File: src/ev_geom_pkg.sv
`default_nettype none

package ev_geom_pkg;

    // Random-bit BRAM, 64 bits by 16384 words
    localparam int EV_WORD_W = 64;
    localparam int EV_ADDR_W = 14;

    // One session is 32 rounds of 512 BRAM words
    localparam int EV_ROUND_COUNT     = 32;
    localparam int EV_WORDS_PER_ROUND = 512;

    localparam int ROUND_W = 8;  // Round index, also the header round field
    localparam int SLOT_W  = 11; // Header slot plus 1024 half-word slots

    // Slot cycle to FIFO write
    //   slot -> BRAM read -> output register -> FIFO port register
    localparam int PIPE_LATENCY = 3;

endpackage

`default_nettype wire

File: src/a2b_pkt_pkg.sv
`default_nettype none

package a2b_pkt_pkg;

    localparam int LINK_W = 32; // A2B FIFO word

    localparam logic [3:0] PKT_TYPE_EV_RANDOMBIT = 4'h1;

    localparam int PKT_LEN_W = 12;

    // Header plus 512 words sent as 1024 halves
    localparam int EV_PKT_WORDS    = 1025;
    localparam int SLOTS_PER_ROUND = EV_PKT_WORDS; // One FIFO word per slot

    // First word of every packet
    typedef struct packed {
        logic [3:0]           pkt_type;
        logic [PKT_LEN_W-1:0] pkt_len;  // Words in packet, header included
        logic [7:0]           rsvd;     // Always zero
        logic [7:0]           round;
    } a2b_hdr_t;

endpackage

`default_nettype wire

File: src/round_ctrl_if.sv
`timescale 1ns/1ps
`default_nettype none

interface round_ctrl_if
    import ev_geom_pkg::*;
();

    logic               slot_clear; // Restart slot count at round start
    logic               slot_en;    // One word slot this cycle
    logic               round_adv;  // Step to next round
    logic [SLOT_W-1:0]  slot;
    logic [ROUND_W-1:0] round;
    logic               last_slot;
    logic               last_round;

    modport fsm (
        output slot_clear,
        output slot_en,
        output round_adv,
        input  last_slot,
        input  last_round
    );

    modport counter (
        input  slot_clear,
        input  slot_en,
        input  round_adv,
        output slot,
        output round,
        output last_slot,
        output last_round
    );

    // Read-only view for the BRAM side
    modport data (
        input slot_en,
        input slot,
        input round
    );

endinterface

`default_nettype wire

File: src/ev_round_fsm.sv
`timescale 1ns/1ps
`default_nettype none

module ev_round_fsm
    import ev_geom_pkg::*;
(
    input  logic         clk,
    input  logic         rst_n,
    input  logic         start_er,
    input  logic         a2b_empty,
    output logic         finish_er,
    output logic         busy,
    round_ctrl_if.fsm    ctrl
);

    typedef enum logic [2:0] {
        IDLE,
        ROUND_WAIT,
        ROUND_SEND,
        ROUND_END,
        DRAIN,
        DONE
    } state_t;

    state_t     state;
    state_t     state_nxt;
    logic [1:0] drain_cnt;  // Cycles since the last slot, saturates
    logic       pipe_idle;

    // Nothing left in the read and write pipeline
    assign pipe_idle = (drain_cnt == 2'(PIPE_LATENCY));

    always_ff @(posedge clk) begin
        if (!rst_n) begin
            drain_cnt <= 2'(PIPE_LATENCY);
        end else if (ctrl.slot_en) begin
            drain_cnt <= '0;
        end else if (!pipe_idle) begin
            drain_cnt <= drain_cnt + 2'd1;
        end
    end

    always_ff @(posedge clk) begin
        if (!rst_n) begin
            state <= IDLE;
        end else begin
            state <= state_nxt;
        end
    end

    always_comb begin
        state_nxt       = state;
        ctrl.slot_clear = 1'b0;
        ctrl.slot_en    = 1'b0;
        ctrl.round_adv  = 1'b0;
        case (state)
            IDLE: begin
                if (start_er) begin
                    state_nxt = ROUND_WAIT;
                end
            end
            ROUND_WAIT: begin
                // Previous packet fully written and consumed
                if (a2b_empty && pipe_idle) begin
                    ctrl.slot_clear = 1'b1;
                    state_nxt       = ROUND_SEND;
                end
            end
            ROUND_SEND: begin
                ctrl.slot_en = 1'b1;
                if (ctrl.last_slot) begin
                    state_nxt = ROUND_END;
                end
            end
            ROUND_END: begin
                ctrl.round_adv = 1'b1;
                state_nxt      = ctrl.last_round ? DRAIN : ROUND_WAIT;
            end
            DRAIN: begin
                if (pipe_idle) begin
                    state_nxt = DONE;
                end
            end
            DONE:    state_nxt = IDLE;
            default: state_nxt = IDLE;
        endcase
    end

    assign finish_er = (state == DONE);
    assign busy      = (state != IDLE) && (state != DONE); // Drops with finish

endmodule

`default_nettype wire

File: src/ev_slot_counter.sv
`timescale 1ns/1ps
`default_nettype none

module ev_slot_counter
    import ev_geom_pkg::*;
    import a2b_pkt_pkg::*;
(
    input  logic          clk,
    input  logic          rst_n,
    round_ctrl_if.counter ctrl
);

    assign ctrl.last_slot  = (ctrl.slot == SLOT_W'(SLOTS_PER_ROUND - 1));
    assign ctrl.last_round = (ctrl.round == ROUND_W'(EV_ROUND_COUNT - 1));

    // Slot 0 is the header, 1 to 1024 carry data halves
    always_ff @(posedge clk) begin
        if (!rst_n) begin
            ctrl.slot <= '0;
        end else if (ctrl.slot_clear) begin
            ctrl.slot <= '0;
        end else if (ctrl.slot_en) begin
            if (ctrl.last_slot) begin
                ctrl.slot <= '0;
            end else begin
                ctrl.slot <= ctrl.slot + 1'b1;
            end
        end
    end

    always_ff @(posedge clk) begin
        if (!rst_n) begin
            ctrl.round <= '0;
        end else if (ctrl.round_adv) begin
            // Wrap so the next session starts at round 0
            if (ctrl.last_round) begin
                ctrl.round <= '0;
            end else begin
                ctrl.round <= ctrl.round + 1'b1;
            end
        end
    end

endmodule

`default_nettype wire

File: src/ev_bram_reader.sv
`timescale 1ns/1ps
`default_nettype none

module ev_bram_reader
    import ev_geom_pkg::*;
    import a2b_pkt_pkg::*;
(
    input  logic                 clk,
    input  logic                 rst_n,
    output logic [EV_ADDR_W-1:0] ev_bram_addr,
    output logic                 ev_bram_en,
    input  logic [EV_WORD_W-1:0] ev_bram_dout,
    output logic [LINK_W-1:0]    data_word,
    output logic                 data_valid,
    output logic                 header_valid,
    output logic [ROUND_W-1:0]   hdr_round,
    round_ctrl_if.data           ctrl
);

    logic [SLOT_W-1:0]                     slot_m1;
    logic [$clog2(EV_WORDS_PER_ROUND)-1:0] word_idx;
    logic [EV_WORD_W-1:0]                  dout_q;
    logic [1:0]                            en_d;
    logic [1:0]                            hdr_d;
    logic [1:0]                            upper_d;
    logic [ROUND_W-1:0]                    round_d1;
    logic [ROUND_W-1:0]                    round_d2;

    // Two slots per BRAM word so slot 1 maps to word 0
    assign slot_m1  = ctrl.slot - 1'b1;
    assign word_idx = slot_m1[$clog2(EV_WORDS_PER_ROUND):1];

    assign ev_bram_addr = EV_ADDR_W'(ctrl.round) * EV_ADDR_W'(EV_WORDS_PER_ROUND)
                        + EV_ADDR_W'(word_idx);
    assign ev_bram_en   = ctrl.slot_en;

    always_ff @(posedge clk) begin
        dout_q <= ev_bram_dout; // Second read stage
    end

    always_ff @(posedge clk) begin
        if (!rst_n) begin
            en_d <= '0;
        end else begin
            en_d <= {en_d[0], ctrl.slot_en};
        end
    end

    // Slot attributes follow the BRAM data
    always_ff @(posedge clk) begin
        hdr_d    <= {hdr_d[0], (ctrl.slot == '0)};
        upper_d  <= {upper_d[0], ctrl.slot[0]}; // Odd slot takes the upper half
        round_d1 <= ctrl.round;
        round_d2 <= round_d1;
    end

    assign header_valid = en_d[1] && hdr_d[1];
    assign data_valid   = en_d[1] && !hdr_d[1];
    assign hdr_round    = round_d2;
    assign data_word    = upper_d[1] ? dout_q[EV_WORD_W-1:LINK_W] : dout_q[LINK_W-1:0];

endmodule

`default_nettype wire

File: src/a2b_packet_writer.sv
`timescale 1ns/1ps
`default_nettype none

module a2b_packet_writer
    import ev_geom_pkg::*;
    import a2b_pkt_pkg::*;
(
    input  logic               clk,
    input  logic               rst_n,
    input  logic [LINK_W-1:0]  data_word,
    input  logic               data_valid,
    input  logic               header_valid,
    input  logic [ROUND_W-1:0] hdr_round,
    output logic               a2b_wr_en,
    output logic [LINK_W-1:0]  a2b_wr_din
);

    a2b_hdr_t hdr;

    assign hdr = '{
        pkt_type: PKT_TYPE_EV_RANDOMBIT,
        pkt_len:  PKT_LEN_W'(EV_PKT_WORDS),
        rsvd:     '0,
        round:    hdr_round
    };

    // Third pipeline stage, straight onto the FIFO port
    always_ff @(posedge clk) begin
        if (!rst_n) begin
            a2b_wr_en <= 1'b0;
        end else begin
            a2b_wr_en <= header_valid || data_valid;
        end
    end

    always_ff @(posedge clk) begin
        if (header_valid) begin
            a2b_wr_din <= hdr;
        end else if (data_valid) begin
            a2b_wr_din <= data_word;
        end
    end

endmodule

`default_nettype wire

File: src/alice_er_top.sv
`timescale 1ns/1ps
`default_nettype none

module alice_er_top
    import ev_geom_pkg::*;
    import a2b_pkt_pkg::*;
(
    input  logic                 clk,
    input  logic                 rst_n,
    input  logic                 start_er,
    output logic                 finish_er,
    output logic                 busy,
    output logic [EV_ADDR_W-1:0] ev_bram_addr,  // Random-bit BRAM read port
    output logic                 ev_bram_en,
    input  logic [EV_WORD_W-1:0] ev_bram_dout,
    input  logic                 a2b_empty,     // A2B FIFO write side
    output logic                 a2b_wr_en,
    output logic [LINK_W-1:0]    a2b_wr_din
);

    logic [LINK_W-1:0]  data_word;
    logic               data_valid;
    logic               header_valid;
    logic [ROUND_W-1:0] hdr_round;

    round_ctrl_if ctrl ();

    ev_round_fsm i_ev_round_fsm (
        .clk       (clk),
        .rst_n     (rst_n),
        .start_er  (start_er),
        .a2b_empty (a2b_empty),
        .finish_er (finish_er),
        .busy      (busy),
        .ctrl      (ctrl.fsm)
    );

    ev_slot_counter i_ev_slot_counter (
        .clk   (clk),
        .rst_n (rst_n),
        .ctrl  (ctrl.counter)
    );

    ev_bram_reader i_ev_bram_reader (
        .clk          (clk),
        .rst_n        (rst_n),
        .ev_bram_addr (ev_bram_addr),
        .ev_bram_en   (ev_bram_en),
        .ev_bram_dout (ev_bram_dout),
        .data_word    (data_word),
        .data_valid   (data_valid),
        .header_valid (header_valid),
        .hdr_round    (hdr_round),
        .ctrl         (ctrl.data)
    );

    a2b_packet_writer i_a2b_packet_writer (
        .clk          (clk),
        .rst_n        (rst_n),
        .data_word    (data_word),
        .data_valid   (data_valid),
        .header_valid (header_valid),
        .hdr_round    (hdr_round),
        .a2b_wr_en    (a2b_wr_en),
        .a2b_wr_din   (a2b_wr_din)
    );

endmodule

`default_nettype wire

File: config.mk
export PLATFORM = sky130hd
export DESIGN_NAME = alice_er_top
export DESIGN_NICKNAME = d
export VERILOG_FILES = /design/src/ev_geom_pkg.sv /design/src/a2b_pkt_pkg.sv /design/src/round_ctrl_if.sv /design/src/ev_round_fsm.sv /design/src/ev_slot_counter.sv /design/src/ev_bram_reader.sv /design/src/a2b_packet_writer.sv /design/src/alice_er_top.sv
export SDC_FILE = /design/constraint.sdc
export NUM_CORES = 1
export LEC_CHECK = 0
export BUFFER_PORTS_ARGS = -buffer_cell sky130_fd_sc_hd__buf_2
export CAP_MARGIN = 20
export CELL_PAD_IN_SITES_DETAIL_PLACEMENT = 1
export CELL_PAD_IN_SITES_GLOBAL_PLACEMENT = 1
export CORE_ASPECT_RATIO = 0.5
export CORE_MARGIN = 2
export CORE_UTILIZATION = 43
export CTS_CLUSTER_DIAMETER = 100
export DETAILED_ROUTE_END_ITERATION = 10
export GPL_ROUTABILITY_DRIVEN = 0
export HOLD_SLACK_MARGIN = 0.08
export PLACE_DENSITY_LB_ADDON = 0.1
export SETUP_SLACK_MARGIN = 0.4
export SLEW_MARGIN = 20
export SYNTH_ARGS = -nofsm -noshare
export SYNTH_HDL_FRONTEND = slang
export SYNTH_SLANG_ARGS = --single-unit
export TNS_END_PERCENT = 20
File: constraint.sdc
create_clock -name clk -period 3.45 [get_ports clk]
set_input_delay 0.1725 -clock clk [delete_from_list [all_inputs] [get_ports clk]]
set_output_delay 0.1725 -clock clk [all_outputs]
set_load 0.02 [all_outputs]
==> impl_metrics.ini <==
[timing]
worst_pin_slew_ps = 1090
clock_skew_ps = 9.54
setup_tns_ps = 0
finalHoldViolCount = 0
clock.fmax_ghz = 0.427
relSlewSlack_pct = 26.5
fin_crit_ps = 2340
whs_ps = 211
finalCritPeriodShare_pct = 67.9
drv_slew = 0
finalSetupViolCount = 0
rsz0062_at_grt = no

[outcome]
outcome = complete, no violations

[power]
power_frac_clock_pct = 37.5
pwr-share-comb_pct = 20.0
leakagePower_nw = 2.75
p_sw_share_pct = 30.3
switchingPower_mw = 1.49
power_frac_seq_pct = 42.5
power_mw = 4.92
p_int_mw = 3.43
ir_drop_mv = 0.457
powerDensity_nw_per_um2 = 760

[floorplan]
die_y_um = 77.1
fp.dieArea_um2 = 11600
core_um2 = 10300
initial_core_util_pct = 44.5
io_pins = 118
num_rows = 26
die_w_um = 150

[min_path]
hold_depth = 4
min_from = start_er
hp-class = input port to flip-flop
hold-path-endpoint = i_ev_round_fsm.state[0]

[clock_tree]
h-tree-depth = 4
clk_pin_slew_worst_paths_ps = 60
cts_made_buffers = 17
insertion_delay_ps = 410
root_buffer = clkbuf_16
cts.sinks = 143
clockBufferDepth = 2
cts_tree = yes

[setup_path]
max_stage_delay_ps = 520
cp.buffers_inverters = 1
rrSetupSlack_ps = 1320
critPathSlowestCell = or3b_2
r2r_start = i_ev_round_fsm.state[1]
crit_path_max_fanout = 7
worstSetupStartpointType = flip-flop
cp_cell_sequence = nor3_1 > or3b_2 > nor3_1 > xnor2_1 > buf_2
worstSetupPathType = flip-flop to output pin
worstPathRequired_ps = 3280
cp_common_cell = nor3_1
timing.rr.end = i_ev_slot_counter.ctrl.slot[10]
cpLargestDelayFamily = simple AND/OR/NAND/NOR gates
worstPathArrival_ps = 2170
end_kind = output pin
r2r_cells = 4

[placed_design]
hpwl_um = 6580
numPlacedInstances = 628
port_buffers = 117

[grt]
use_met1_pct = 28.0
globalRouteTotalUtil_pct = 24.3
busiest_layer = met2
grt_pass1_vias = 3909
antenna_found_initial = 1
grtUsageMet3_pct = 7.14
grt_pass1_wl_um = 21300
gr-usage-met2_pct = 42.6
grt-ovfl-total = 0
grt_max_degree = 36

[synth]
ys_seq_area_share_pct = 64.1
synth_top_area_share_pct = 58.9
ys_warn_count = 0
netlist_area_um2 = 4590
syn_inst = 398
yosys-top-cells-area = dfxtp_1 (59%), mux2i_1 (7.0%), edfxtp_1 (5.2%)
synth-edff-count = 8
avgSynthCellArea_um2 = 11.5
synth_seq_cells = 143
synth_top_area_cell = dfxtp_1
synthFlopType = dfxtp_1
async_reset_ff_share_pct = 0
ys_types = 46
synth_fp_nets = 470

[detailed_routing]
wirelength_um = 13300
drcViolationCount = 0
ant_nets = 0
routedWlPerCell_um = 18.4
vias_per_cell = 4.85
route.vias.total = 3521
drt_pass1_iterations = 4
drt_iter0_drc = 119

[layout]
instances_no_fill = 726
drive_gt1_share_pct = 26.8
area_delta_synth_final_pct = 41.0
final_core_util_pct = 62.8
final_nets = 644

[job]
maxCapViolCount = 0
-- per-layer routing --
layer	routed length, um	vias to the layer above
met3	645	31
met2	6650	108
met5	0	-
met1	5680	1692
met4	365	0
li1	-	1690
-- cell usage after synthesis (all sizes together), types with 2 or more instances --
library cell,instances
dfxtp,135
mux2i,32
inv,28
nor2,21
o22ai,21
clkbuf,18
nand2,17
o21ai,13
xnor2,12
xor2,12
buf,10
edfxtp,8
nand3,8
nor3,7
and2,6
ha,4
nand4b,4
or3,4
a21oi,3
and3,3
mux2,3
nand4,3
o22a,3
nand2b,2
nor3b,2
nor4b,2
o21a,2
o21bai,2
or3b,2
-- placed cells by master (no fill, tap or decap), types with 3 or more instances in the layout --
cell,count
a21oi_1,3
and2_1,6
buf_2,117
clkbuf_1,3
clkbuf_16,19
clkinvlp_4,3
dfxtp_1,134
dlygate4sd3_1,65
edfxtp_1,8
ha_1,4
inv_1,28
inv_6,3
mux2_2,3
mux2i_1,32
nand2_1,17
nand3_1,8
nand4_1,3
nand4b_1,4
nor2_1,21
nor3_1,7
o21ai_0,12
o22a_1,3
o22ai_1,21
or3_1,4
xnor2_1,12
xor2_1,12
-- metrics by stage --
| step | setup WS (ps) | area (um2) |
|---|---|---|
| after floorplan | 1600 | 4590 |
| after global placement | 1440 | 5220 |
| after detailed placement | 1400 | 5220 |
| after CTS | 1080 | 6470 |
| after global routing | 966 | 6470 |
| final | 1110 | 6470 |
-- power by group through the flow --
stage | Sequential [mW] | Clock [mW] | Combinational [mW]
2_1_floorplan | 2.21 | 0 | 0.447
3_3_place_gp | 2.09 | 0 | 0.850
3_5_place_dp | 2.10 | 0 | 0.866
4_1_cts | 2.07 | 1.85 | 0.938
5_1_grt | 2.12 | 1.96 | 1.06
6_report | 2.09 | 1.85 | 0.984
-- cell type report --
type                    instances  area, um2
diodes                          1       2.50
multi-input cells             199       1410
fillers                      1094       3840
clock inverters                 9       96.3
flip-flops and latches        143       2940
repair buffers                183       1240
well taps                     140        175
clock buffers                  23        500
inverters                      28        105
-- worst max path at each step --
stage,slack [ps],startpoint,endpoint,cells past startpoint
6_report,1110,i_ev_slot_counter.ctrl.slot[0],ev_bram_addr[8],5
5_1_grt,970,i_ev_slot_counter.ctrl.slot[0],ev_bram_addr[8],5
4_1_cts,1080,i_ev_slot_counter.ctrl.slot[0],ev_bram_addr[8],5
3_5_place_dp,1400,i_ev_slot_counter.ctrl.slot[0],i_ev_slot_counter.ctrl.slot[3],6
3_3_place_gp,1440,i_ev_round_fsm.state[1],i_ev_slot_counter.ctrl.slot[10],4
2_1_floorplan,1600,i_ev_slot_counter.ctrl.slot[0],i_ev_slot_counter.ctrl.slot[10],6
-- state kept, by name, summed over array words and instances, names as in the netlist --
name                            cells
i_ev_bram_reader.round_d1           8
i_ev_bram_reader.hdr_round          8
i_ev_round_fsm.drain_cnt            2
i_ev_bram_reader.dout_q            64
i_ev_slot_counter.ctrl.slot        11
i_a2b_packet_writer.a2b_wr_en       1
i_ev_bram_reader.en_d               2
i_ev_round_fsm.state                3
i_ev_slot_counter.ctrl.round        8
i_ev_bram_reader.upper_d            2
i_ev_bram_reader.hdr_d              2
i_a2b_packet_writer.a2b_wr_din     32
-- worst reg2reg max path, cell delays in order, from the launching register on --
cell and delay, ps:
dfxtp_1 600, nor4bb_1 990, nand4bb_1 200, xor2_1 180, nor2_1 50
-- kinds of logic after synthesis --
| logic type | Yosys count | share of synthesized area, % |
|---|---|---|
| multiplexers | 35 | 7.71 |
| flip-flops | 143 | 64.1 |
| AND/OR/NAND/NOR | 89 | 10.7 |
| adder cells (fa/ha/maj) | 4 | 1.09 |
| buffers and inverters | 56 | 5.26 |
| AO/OA/AOI/OAI | 47 | 6.60 |
| XOR/XNOR | 24 | 4.58 |
-- timing repair --
action | 4_1_cts | 5_1_grt
setup buffers | 0 | 0
hold buffers | 65 | 0
resized for setup | 0 | 0
hold endpoints to repair | 66 | 0
Power figures use the tool's default switching activity.
